`config.mk`:
```
export PLATFORM = sky130hd
export DESIGN_NAME = datapath
export DESIGN_NICKNAME = d
export VERILOG_FILES = /design/src/hw/rv32i_pkg.sv /design/src/hw/control_unit.sv /design/src/hw/regfile.sv /design/src/hw/alu.sv /design/src/hw/hazard_unit.sv /design/src/hw/datapath.sv
export SDC_FILE = /design/constraint.sdc
export NUM_CORES = 2
export LEC_CHECK = 0
export BUFFER_PORTS_ARGS = -buffer_cell sky130_fd_sc_hd__buf_2
export CAP_MARGIN = 20
export CORE_ASPECT_RATIO = 1.4
export CORE_UTILIZATION = 40
export CTS_CLUSTER_SIZE = 28
export DETAILED_ROUTE_END_ITERATION = 8
export SLEW_MARGIN = 10
export SYNTH_ARGS = -nofsm -noshare
export SYNTH_HDL_FRONTEND = slang
export SYNTH_SLANG_ARGS = --single-unit
export TNS_END_PERCENT = 50
```
`constraint.sdc`:
```
create_clock -name clk -period 12.5 [get_ports clk]
set_input_delay 1.875 -clock clk [delete_from_list [all_inputs] [get_ports clk]]
set_output_delay 1.875 -clock clk [all_outputs]
set_load 0.005 [all_outputs]
```
`src/hw/rv32i_pkg.sv`:
```
package rv32i_pkg;

    typedef logic [31:0] rv32i_word;

    // major opcodes of the supported subset
    typedef enum logic [6:0] {
        op_lui   = 7'b0110111,
        op_jal   = 7'b1101111,
        op_br    = 7'b1100011,
        op_load  = 7'b0000011,
        op_store = 7'b0100011,
        op_imm   = 7'b0010011,
        op_reg   = 7'b0110011
    } rv32i_opcode;

    typedef enum logic [2:0] {
        alu_add,
        alu_sub,
        alu_and,
        alu_or,
        alu_xor,
        alu_slt,
        alu_sll,
        alu_srl
    } alu_op_e;

    typedef enum logic {
        cmp_beq,
        cmp_bne
    } cmp_op_e;

    typedef enum logic {
        op_b_reg,
        op_b_imm
    } op_b_sel_e;

    typedef enum logic [1:0] {
        wb_alu,
        wb_mem,
        wb_pc4,
        wb_uimm
    } wb_sel_e;

    typedef enum logic [1:0] {
        fwd_regfile,
        fwd_ex_mem,
        fwd_mem_wb
    } fwd_sel_e;

    // travels with the instruction from decode to writeback
    typedef struct packed {
        alu_op_e   alu_op;
        cmp_op_e   cmp_op;
        op_b_sel_e op_b_sel;
        wb_sel_e   wb_sel;
        logic      mem_read;
        logic      mem_write;
        logic      load_regfile;
        logic      is_branch;
        logic      is_jump;
        logic [4:0] rs1;
        logic [4:0] rs2;
        logic [4:0] dest;
        rv32i_word imm;
    } ctrl_word_t;

    localparam ctrl_word_t CTRL_NOP = '{
        alu_op:       alu_add,
        cmp_op:       cmp_beq,
        op_b_sel:     op_b_reg,
        wb_sel:       wb_alu,
        mem_read:     1'b0,
        mem_write:    1'b0,
        load_regfile: 1'b0,
        is_branch:    1'b0,
        is_jump:      1'b0,
        rs1:          5'd0,
        rs2:          5'd0,
        dest:         5'd0,
        imm:          32'd0
    };

    // data port request, driven from the memory stage
    typedef struct packed {
        rv32i_word  addr;
        rv32i_word  wdata;
        logic [3:0] mbe;
        logic       read;
        logic       write;
    } mem_req_t;

    // pipeline stage registers
    typedef struct packed {
        rv32i_word pc;
        rv32i_word instr;
    } if_id_t;

    typedef struct packed {
        ctrl_word_t ctrl;
        rv32i_word  pc;
        rv32i_word  rs1_val;
        rv32i_word  rs2_val;
    } id_ex_t;

    typedef struct packed {
        ctrl_word_t ctrl;
        rv32i_word  pc;
        rv32i_word  alu_out;
        rv32i_word  store_data;
        logic       br_en;
    } ex_mem_t;

    typedef struct packed {
        ctrl_word_t ctrl;
        rv32i_word  result;
        rv32i_word  rdata;
    } mem_wb_t;

endpackage

```
`src/hw/control_unit.sv`:
```
`timescale 1ns/100ps

module control_unit (
    input  rv32i_pkg::rv32i_word  instr,
    output rv32i_pkg::ctrl_word_t ctrl_word
);

    rv32i_pkg::rv32i_opcode opcode;
    logic [2:0] funct3;
    logic [6:0] funct7;
    rv32i_pkg::alu_op_e alu_op;
    logic alu_ok;
    rv32i_pkg::rv32i_word i_imm;
    rv32i_pkg::rv32i_word s_imm;
    rv32i_pkg::rv32i_word b_imm;
    rv32i_pkg::rv32i_word u_imm;
    rv32i_pkg::rv32i_word j_imm;

    assign opcode = rv32i_pkg::rv32i_opcode'(instr[6:0]);
    assign funct3 = instr[14:12];
    assign funct7 = instr[31:25];

    assign i_imm = {{21{instr[31]}}, instr[30:20]};
    assign s_imm = {{21{instr[31]}}, instr[30:25], instr[11:7]};
    assign b_imm = {{20{instr[31]}}, instr[7], instr[30:25], instr[11:8], 1'b0};
    assign u_imm = {instr[31:12], 12'h000};
    assign j_imm = {{12{instr[31]}}, instr[19:12], instr[20], instr[30:21], 1'b0};

    // funct3 to alu operation, sub only in register form
    always_comb begin
        alu_ok = 1'b1;
        case (funct3)
            3'b000: alu_op = (opcode == rv32i_pkg::op_reg && funct7[5]) ?
                             rv32i_pkg::alu_sub : rv32i_pkg::alu_add;
            3'b001: alu_op = rv32i_pkg::alu_sll;
            3'b010: alu_op = rv32i_pkg::alu_slt;
            3'b100: alu_op = rv32i_pkg::alu_xor;
            3'b101: begin
                // sra/srai not supported
                alu_op = rv32i_pkg::alu_srl;
                alu_ok = !funct7[5];
            end
            3'b110: alu_op = rv32i_pkg::alu_or;
            3'b111: alu_op = rv32i_pkg::alu_and;
            default: begin
                alu_op = rv32i_pkg::alu_add;
                alu_ok = 1'b0;
            end
        endcase
    end

    // unused source fields stay at x0 so they never trigger a stall
    always_comb begin
        ctrl_word = rv32i_pkg::CTRL_NOP;
        case (opcode)
            rv32i_pkg::op_reg: if (alu_ok) begin
                ctrl_word.alu_op = alu_op;
                ctrl_word.load_regfile = 1'b1;
                ctrl_word.rs1 = instr[19:15];
                ctrl_word.rs2 = instr[24:20];
                ctrl_word.dest = instr[11:7];
            end
            rv32i_pkg::op_imm: if (alu_ok) begin
                ctrl_word.alu_op = alu_op;
                ctrl_word.op_b_sel = rv32i_pkg::op_b_imm;
                ctrl_word.load_regfile = 1'b1;
                ctrl_word.rs1 = instr[19:15];
                ctrl_word.dest = instr[11:7];
                ctrl_word.imm = i_imm;
            end
            rv32i_pkg::op_lui: begin
                ctrl_word.wb_sel = rv32i_pkg::wb_uimm;
                ctrl_word.load_regfile = 1'b1;
                ctrl_word.dest = instr[11:7];
                ctrl_word.imm = u_imm;
            end
            rv32i_pkg::op_load: if (funct3 == 3'b010) begin
                ctrl_word.op_b_sel = rv32i_pkg::op_b_imm;
                ctrl_word.wb_sel = rv32i_pkg::wb_mem;
                ctrl_word.mem_read = 1'b1;
                ctrl_word.load_regfile = 1'b1;
                ctrl_word.rs1 = instr[19:15];
                ctrl_word.dest = instr[11:7];
                ctrl_word.imm = i_imm;
            end
            rv32i_pkg::op_store: if (funct3 == 3'b010) begin
                ctrl_word.op_b_sel = rv32i_pkg::op_b_imm;
                ctrl_word.mem_write = 1'b1;
                ctrl_word.rs1 = instr[19:15];
                ctrl_word.rs2 = instr[24:20];
                ctrl_word.imm = s_imm;
            end
            rv32i_pkg::op_br: if (funct3[2:1] == 2'b00) begin
                ctrl_word.cmp_op = funct3[0] ? rv32i_pkg::cmp_bne : rv32i_pkg::cmp_beq;
                ctrl_word.is_branch = 1'b1;
                ctrl_word.rs1 = instr[19:15];
                ctrl_word.rs2 = instr[24:20];
                ctrl_word.imm = b_imm;
            end
            rv32i_pkg::op_jal: begin
                ctrl_word.wb_sel = rv32i_pkg::wb_pc4;
                ctrl_word.is_jump = 1'b1;
                ctrl_word.load_regfile = 1'b1;
                ctrl_word.dest = instr[11:7];
                ctrl_word.imm = j_imm;
            end
            default: ;
        endcase
    end

endmodule

```
`src/hw/regfile.sv`:
```
`timescale 1ns/100ps

module regfile (
    input  logic                 clk,
    input  logic                 arst_n,
    input  logic                 load,
    input  logic [4:0]           dest,
    input  rv32i_pkg::rv32i_word in_data,
    input  logic [4:0]           src_a,
    input  logic [4:0]           src_b,
    output rv32i_pkg::rv32i_word reg_a,
    output rv32i_pkg::rv32i_word reg_b
);

    rv32i_pkg::rv32i_word regs [32];

    always_ff @(posedge clk or negedge arst_n) begin
        if (!arst_n) begin
            for (int i = 0; i < 32; i++) begin
                regs[i] <= '0;
            end
        end else if (load && dest != 5'd0) begin
            regs[dest] <= in_data;
        end
    end

    // writeback data bypassed to decode in the same cycle
    assign reg_a = (src_a == 5'd0) ? '0 :
                   (load && src_a == dest) ? in_data : regs[src_a];
    assign reg_b = (src_b == 5'd0) ? '0 :
                   (load && src_b == dest) ? in_data : regs[src_b];

endmodule

```
`src/hw/alu.sv`:
```
`timescale 1ns/100ps

module alu (
    input  rv32i_pkg::alu_op_e   alu_op,
    input  rv32i_pkg::cmp_op_e   cmp_op,
    input  rv32i_pkg::rv32i_word a,
    input  rv32i_pkg::rv32i_word b,
    output rv32i_pkg::rv32i_word f,
    output logic                 br_en
);

    always_comb begin
        case (alu_op)
            rv32i_pkg::alu_add: f = a + b;
            rv32i_pkg::alu_sub: f = a - b;
            rv32i_pkg::alu_and: f = a & b;
            rv32i_pkg::alu_or:  f = a | b;
            rv32i_pkg::alu_xor: f = a ^ b;
            rv32i_pkg::alu_slt: f = {31'd0, $signed(a) < $signed(b)};
            // shift amount from the low five bits only
            rv32i_pkg::alu_sll: f = a << b[4:0];
            rv32i_pkg::alu_srl: f = a >> b[4:0];
            default:            f = a + b;
        endcase
    end

    // equality compare, flipped for bne
    assign br_en = (a == b) ^ (cmp_op == rv32i_pkg::cmp_bne);

endmodule

```
`src/hw/hazard_unit.sv`:
```
`timescale 1ns/100ps

module hazard_unit (
    input  rv32i_pkg::ctrl_word_t ctrl_id,
    input  rv32i_pkg::ctrl_word_t ctrl_ex,
    input  rv32i_pkg::ctrl_word_t ctrl_mem,
    input  rv32i_pkg::ctrl_word_t ctrl_wb,
    output rv32i_pkg::fwd_sel_e   fwd_a,
    output rv32i_pkg::fwd_sel_e   fwd_b,
    output logic                  stall
);

    // the younger result in ex/mem wins over mem/wb
    function automatic rv32i_pkg::fwd_sel_e pick_source(
        input logic [4:0]            src,
        input rv32i_pkg::ctrl_word_t mem,
        input rv32i_pkg::ctrl_word_t wb
    );
        if (mem.load_regfile && mem.dest != 5'd0 && mem.dest == src) begin
            return rv32i_pkg::fwd_ex_mem;
        end
        if (wb.load_regfile && wb.dest != 5'd0 && wb.dest == src) begin
            return rv32i_pkg::fwd_mem_wb;
        end
        return rv32i_pkg::fwd_regfile;
    endfunction

    assign fwd_a = pick_source(ctrl_ex.rs1, ctrl_mem, ctrl_wb);
    assign fwd_b = pick_source(ctrl_ex.rs2, ctrl_mem, ctrl_wb);

    // load in execute feeding the instruction in decode
    assign stall = ctrl_ex.mem_read && ctrl_ex.dest != 5'd0 &&
                   (ctrl_ex.dest == ctrl_id.rs1 || ctrl_ex.dest == ctrl_id.rs2);

    // load data is not ready in ex/mem so its consumer must already be held back
    always_comb begin
        assert final (!(ctrl_mem.mem_read &&
                        (fwd_a == rv32i_pkg::fwd_ex_mem || fwd_b == rv32i_pkg::fwd_ex_mem)));
    end

endmodule

```
`src/hw/datapath.sv`:
```
`timescale 1ns/100ps

module datapath #(
    parameter rv32i_pkg::rv32i_word RESET_PC = 32'h0
) (
    input  logic                 clk,
    input  logic                 arst_n,
    input  rv32i_pkg::rv32i_word inst_rdata,
    input  logic                 inst_resp,
    output rv32i_pkg::rv32i_word inst_addr,
    output logic                 inst_read,
    input  rv32i_pkg::rv32i_word data_rdata,
    input  logic                 data_resp,
    output rv32i_pkg::rv32i_word data_addr,
    output rv32i_pkg::rv32i_word data_wdata,
    output logic [3:0]           data_mbe,
    output logic                 data_read,
    output logic                 data_write
);

    rv32i_pkg::rv32i_word pc;
    rv32i_pkg::rv32i_word pc_next;
    rv32i_pkg::if_id_t    if_id;
    rv32i_pkg::id_ex_t    id_ex;
    rv32i_pkg::ex_mem_t   ex_mem;
    rv32i_pkg::mem_wb_t   mem_wb;
    rv32i_pkg::ctrl_word_t ctrl_id;
    rv32i_pkg::fwd_sel_e  fwd_a;
    rv32i_pkg::fwd_sel_e  fwd_b;
    rv32i_pkg::mem_req_t  data_req;
    rv32i_pkg::rv32i_word rs1_val;
    rv32i_pkg::rv32i_word rs2_val;
    rv32i_pkg::rv32i_word op_a;
    rv32i_pkg::rv32i_word op_b_reg;
    rv32i_pkg::rv32i_word op_b;
    rv32i_pkg::rv32i_word alu_f;
    rv32i_pkg::rv32i_word mem_result;
    rv32i_pkg::rv32i_word wb_data;
    rv32i_pkg::rv32i_word branch_target;
    rv32i_pkg::rv32i_word rdata_hold;
    logic br_en;
    logic stall;
    logic flush;
    logic load_regs;
    logic data_done;

    control_unit control_unit_inst (
        .instr     (if_id.instr),
        .ctrl_word (ctrl_id)
    );

    regfile regfile_inst (
        .clk     (clk),
        .arst_n  (arst_n),
        .load    (mem_wb.ctrl.load_regfile),
        .dest    (mem_wb.ctrl.dest),
        .in_data (wb_data),
        .src_a   (ctrl_id.rs1),
        .src_b   (ctrl_id.rs2),
        .reg_a   (rs1_val),
        .reg_b   (rs2_val)
    );

    alu alu_inst (
        .alu_op (id_ex.ctrl.alu_op),
        .cmp_op (id_ex.ctrl.cmp_op),
        .a      (op_a),
        .b      (op_b),
        .f      (alu_f),
        .br_en  (br_en)
    );

    hazard_unit hazard_unit_inst (
        .ctrl_id  (ctrl_id),
        .ctrl_ex  (id_ex.ctrl),
        .ctrl_mem (ex_mem.ctrl),
        .ctrl_wb  (mem_wb.ctrl),
        .fwd_a    (fwd_a),
        .fwd_b    (fwd_b),
        .stall    (stall)
    );

    assign inst_addr = pc;
    assign inst_read = 1'b1;

    // memory stage request, dropped once it has completed under a stall
    assign data_req.addr  = ex_mem.alu_out;
    assign data_req.wdata = ex_mem.store_data;
    assign data_req.read  = ex_mem.ctrl.mem_read && !data_done;
    assign data_req.write = ex_mem.ctrl.mem_write && !data_done;
    assign data_req.mbe   = data_req.write ? 4'hf : 4'h0;

    assign data_addr  = data_req.addr;
    assign data_wdata = data_req.wdata;
    assign data_mbe   = data_req.mbe;
    assign data_read  = data_req.read;
    assign data_write = data_req.write;

    assign load_regs = inst_resp && (!(data_req.read || data_req.write) || data_resp);

    always_ff @(posedge clk or negedge arst_n) begin
        if (!arst_n) begin
            data_done <= 1'b0;
        end else if (load_regs) begin
            data_done <= 1'b0;
        end else if (data_resp && (data_req.read || data_req.write)) begin
            data_done <= 1'b1;
        end
    end

    // load data kept while the fetch side is still waiting
    always_ff @(posedge clk) begin
        if (data_resp && data_req.read) begin
            rdata_hold <= data_rdata;
        end
    end

    // operand forwarding into execute
    always_comb begin
        case (fwd_a)
            rv32i_pkg::fwd_ex_mem: op_a = mem_result;
            rv32i_pkg::fwd_mem_wb: op_a = wb_data;
            default:               op_a = id_ex.rs1_val;
        endcase
        case (fwd_b)
            rv32i_pkg::fwd_ex_mem: op_b_reg = mem_result;
            rv32i_pkg::fwd_mem_wb: op_b_reg = wb_data;
            default:               op_b_reg = id_ex.rs2_val;
        endcase
    end

    assign op_b = (id_ex.ctrl.op_b_sel == rv32i_pkg::op_b_imm) ? id_ex.ctrl.imm : op_b_reg;

    // non-load result of the memory stage, also the ex/mem forward value
    always_comb begin
        case (ex_mem.ctrl.wb_sel)
            rv32i_pkg::wb_pc4:  mem_result = ex_mem.pc + 32'd4;
            rv32i_pkg::wb_uimm: mem_result = ex_mem.ctrl.imm;
            default:            mem_result = ex_mem.alu_out;
        endcase
    end

    assign wb_data = (mem_wb.ctrl.wb_sel == rv32i_pkg::wb_mem) ? mem_wb.rdata : mem_wb.result;

    // branches and jumps resolve in memory
    assign branch_target = ex_mem.pc + ex_mem.ctrl.imm;
    assign flush = (ex_mem.ctrl.is_branch && ex_mem.br_en) || ex_mem.ctrl.is_jump;

    always_comb begin
        if (flush) begin
            pc_next = branch_target;
        end else if (stall) begin
            pc_next = pc;
        end else begin
            pc_next = pc + 32'd4;
        end
    end

    always_ff @(posedge clk or negedge arst_n) begin
        if (!arst_n) begin
            pc     <= RESET_PC;
            if_id  <= '0;
            id_ex  <= '{ctrl: rv32i_pkg::CTRL_NOP, default: '0};
            ex_mem <= '{ctrl: rv32i_pkg::CTRL_NOP, default: '0};
            mem_wb <= '{ctrl: rv32i_pkg::CTRL_NOP, default: '0};
        end else if (load_regs) begin
            pc <= pc_next;
            // all-zero instruction decodes as nop
            if (flush) begin
                if_id <= '{pc: pc, instr: '0};
            end else if (!stall) begin
                if_id <= '{pc: pc, instr: inst_rdata};
            end
            id_ex <= '{ctrl: (flush || stall) ? rv32i_pkg::CTRL_NOP : ctrl_id,
                       pc: if_id.pc, rs1_val: rs1_val, rs2_val: rs2_val};
            ex_mem <= '{ctrl: flush ? rv32i_pkg::CTRL_NOP : id_ex.ctrl,
                        pc: id_ex.pc, alu_out: alu_f, store_data: op_b_reg,
                        br_en: br_en};
            mem_wb <= '{ctrl: ex_mem.ctrl, result: mem_result,
                        rdata: data_done ? rdata_hold : data_rdata};
        end
    end

    assert property (@(posedge clk) disable iff (!arst_n) !(data_read && data_write));

    // pending request holds until the memory responds
    assert property (@(posedge clk) disable iff (!arst_n)
        (data_read || data_write) && !data_resp |=> $stable(data_req));

endmodule

```
==> flow_metrics.py <==
metrics = {
    "status": {
        "run_status": "complete, no violations",
    },
    "worst_setup_path": {
        "timing.critical_path.to_type": "register",
        "critPathArrivalTime_ps": 7790,
        "critPathMaxStageDelay_ps": 800,
        "path_class": "reg2reg",
        "critPathLaunchType": "register",
        "required_ps": 13150,
        "worstPathCellList": "nor2b_4 > buf_4 > mux2_2 > nor3_2 > o311ai_4 > nand2_4 > inv_4 > ha_1 > inv_1 > fa_1 > a21oi_1 > o2bb2ai_1 > a221oi_1 > buf_4 > nand4_1 > a31o_2 > a21oi_1 > nor3_1 > nor2_1 > nor2_1 > o21ai_0 > a31oi_1",
        "worst-path-max-fanout": 33,
        "slowest_stage": "sky130_fd_sc_hd__buf_4",
    },
    "routing": {
        "drc_errors": 0,
        "drt_first_pass_iters": 9,
        "finalWirelength_um": 420000,
        "antenna_left": 0,
        "dr_total_vias": 88050,
        "initial_detailed_routing_violation_count": 10756,
        "wl_per_cell_um": 29.7,
        "avgViaCountPerCell": 6.23,
    },
    "logic_synthesis": {
        "synth_top_area_share_pct": 41.7,
        "synth_ff_type": "sky130_fd_sc_hd__dfrtp_1",
        "synth.yosys.seq_area_share_pct": 42.7,
        "postSynth.asyncResetShare_pct": 97.9,
        "synth_top_cells_by_area": "sky130_fd_sc_hd__dfrtp_1 (42%), sky130_fd_sc_hd__nand2_1 (15%), sky130_fd_sc_hd__o21ai_0 (5.6%), sky130_fd_sc_hd__nand3_1 (5.1%), sky130_fd_sc_hd__a21oi_1 (4.1%)",
        "ys_warn_count": 0,
        "mappedNetlistNets": 11821,
        "postSynthAreaPerCell_sq_um": 7.70,
        "synthesis.instances": 11620,
        "yosysUniqueCellTypes": 113,
        "synth_edf_count": 32,
        "synth_area_sq_um": 89400,
        "synth.most_common_cell": "sky130_fd_sc_hd__nand2_1",
        "ys_top_cells_by_count": "sky130_fd_sc_hd__nand2_1 (3564), sky130_fd_sc_hd__dfrtp_1 (1489), sky130_fd_sc_hd__o21ai_0 (1007)",
        "synth_top_cell_by_area": "sky130_fd_sc_hd__dfrtp_1",
        "ys_seq_elements": 1521,
    },
    "global_routing": {
        "first_global_vias": 83352,
        "overflow_left_after_global_routing": 0,
        "grt_antenna_before_repair": 20,
        "grt.total_usage_pct": 36.3,
        "first_pass_grt_wire_length_um": 600000,
        "grt_start_max_net_pins": 174,
    },
    "run": {
        "max_cap_viol_count": 0,
    },
    "cts": {
        "cts_num_sinks": 1521,
        "postCtsSetupBuffers": 0,
        "cts_repair_resize_count": 0,
        "ctsLongestPathBuffers": 4,
        "cts_max_level": 4,
        "cts_hold_repair.buffers": 0,
        "cts_buffers": 167,
        "clk_pin_slew_worst_paths_ps": 70,
        "clock-root-buffer": "sky130_fd_sc_hd__clkbuf_16",
        "cts_tree": "done",
        "worst_skew_pair.late_latency_ps": 870,
    },
    "sta": {
        "worst_slew_margin_rel_pct": 15.9,
        "fmax_mhz": 140,
        "min_period_over_period_pct": 57.1,
        "timing.final.max_slew_violations": 0,
        "hold_viol_final": 0,
        "post-route-min-period_ps": 7140,
        "worst_hold_slack_ps": 399,
        "timing.setup.tns_ps": 0,
        "worst_margin_pin_slew_ps": 1250,
        "finalClockSkew_ps": 69.4,
        "timing.final.setup_violations": 0,
        "grt_setup_unrepaired": "false",
    },
    "power": {
        "cellLeakagePower_nw": 41.7,
        "power.density_nw_per_um2": 117,
        "irDropWorstVdd_uv": 101,
    },
    "floorplanning": {
        "floorplan.die_area_sq_um": 226000,
        "row_count": 205,
        "floorplan.io_pins": 171,
        "die_w_um": 402,
        "die_h_um": 561,
        "start_util_pct": 40.2,
        "core-area_sq_um": 222000,
    },
    "placement": {
        "dp.final_hpwl_um": 269000,
        "place.port_buffers": 169,
        "gpl.final_weighted_congestion": 1.05,
    },
    "cells_and_area": {
        "n_fill_cell": 22147,
        "synthToLayoutAreaGrowth_pct": 9.33,
        "fin_nets": 11299,
        "post_route_cells_drive_above_1_share_pct": 7.96,
    },
    "hold_path": {
        "min-delay-path-class": "reg2reg",
    },
}
metal layers:
layer  part of all wire [%]  track usage [%]  routed length [um]
met5                  0.021                0                  89
met4                    9.1             28.3               38300
met3                    8.3             5.68               34700
met2                     46             58.5              193000
met1                     37             43.4              154000
worst paths after layout:
check / endpoint / cells after the start / startpoint / slack [ps]
max reg2reg: data_addr[0] / 22 / mem_wb[117] / 5360
max: data_addr[0] / 22 / mem_wb[117] / 5360
min in group asynchronous: if_id[45] / 1 / arst_n / 960
min reg2reg: regfile_inst.regs[1021] / 0 / regfile_inst.regs[1021] / 400
max in group asynchronous: regfile_inst.regs[160] / 4 / arst_n / 8430
min: regfile_inst.regs[1021] / 0 / regfile_inst.regs[1021] / 400
area by class of cell:
| class | instances | area (sq um) | area share (%) |
|---|---|---|---|
| tap | 2898 | 3630 | 3.71 |
| timing repair buffer | 403 | 2990 | 3.06 |
| clock inverter | 64 | 647 | 0.662 |
| multi-input combinational | 8875 | 47000 | 48.1 |
| inverter | 130 | 490 | 0.502 |
| sequential | 1521 | 38200 | 39.1 |
| clock buffer | 233 | 4780 | 4.89 |
| antenna | 9 | 22.5 | 0.0230 |
power breakdown:
| part | total (mW) | switching (mW) | internal, mW |
|---|---|---|---|
| clock network | 5.07 | 2.22 | 2.85 |
| registers | 5.32 | 0.237 | 5.08 |
| logic | 1.08 | 0.775 | 0.302 |
cell usage in the layout (no fill, tap or decap), drive strengths merged, types with 221 or more instances in the layout:
| cell type | netlist | layout |
|---|---|---|
| a21oi | 736 | 736 |
| and3 | 221 | 221 |
| buf | 218 | 402 |
| clkbuf | 876 | 234 |
| dfrtp | 1489 | 1489 |
| mux2i | 246 | 246 |
| nand2 | 3565 | 3565 |
| nand3 | 905 | 905 |
| nor2 | 562 | 562 |
| o21ai | 1015 | 1015 |
state kept, by name, summed over array words and instances (netlist names):
name,count
regfile_inst.regs,1024
id_ex,155
ex_mem,77
mem_wb,72
if_id,64
data_addr,32
data_wdata,32
inst_addr,32
rdata_hold,32
data_done,1
per-stage QoR:
stage	area (sq um)	util, %	setup slack (ps)	cells	power [mW]
2_1_floorplan	89400	-	7210	11620	5.86
3_3_place_gp	92000	41.4	5430	13813	6.43
3_5_place_dp	92100	41.4	5420	13815	6.44
4_1_cts	97500	43.8	5400	14112	11.5
5_1_grt	97800	44.0	5110	14127	11.8
6_report	97800	44.0	5360	14133	11.5
critical path, delay by kind of cell (launching register included):
family	cells	cell delay (ps)
compound gates	8	2850
fa+ha+maj	2	680
buf+inv	4	1370
flops	1	410
mux	1	340
simple gates	7	1250
cells by family after synthesis:
family	count (synthesis)	share of synthesized area, %
buf+inv	1224	5.64
fa+ha+maj	133	1.89
mux	288	3.48
compound gates	2677	18.3
simple gates	5679	27.0
flops	1521	42.7
other cells	1	0.00419
xor+xnor	97	0.950
Power figures use the tool's default switching activity.
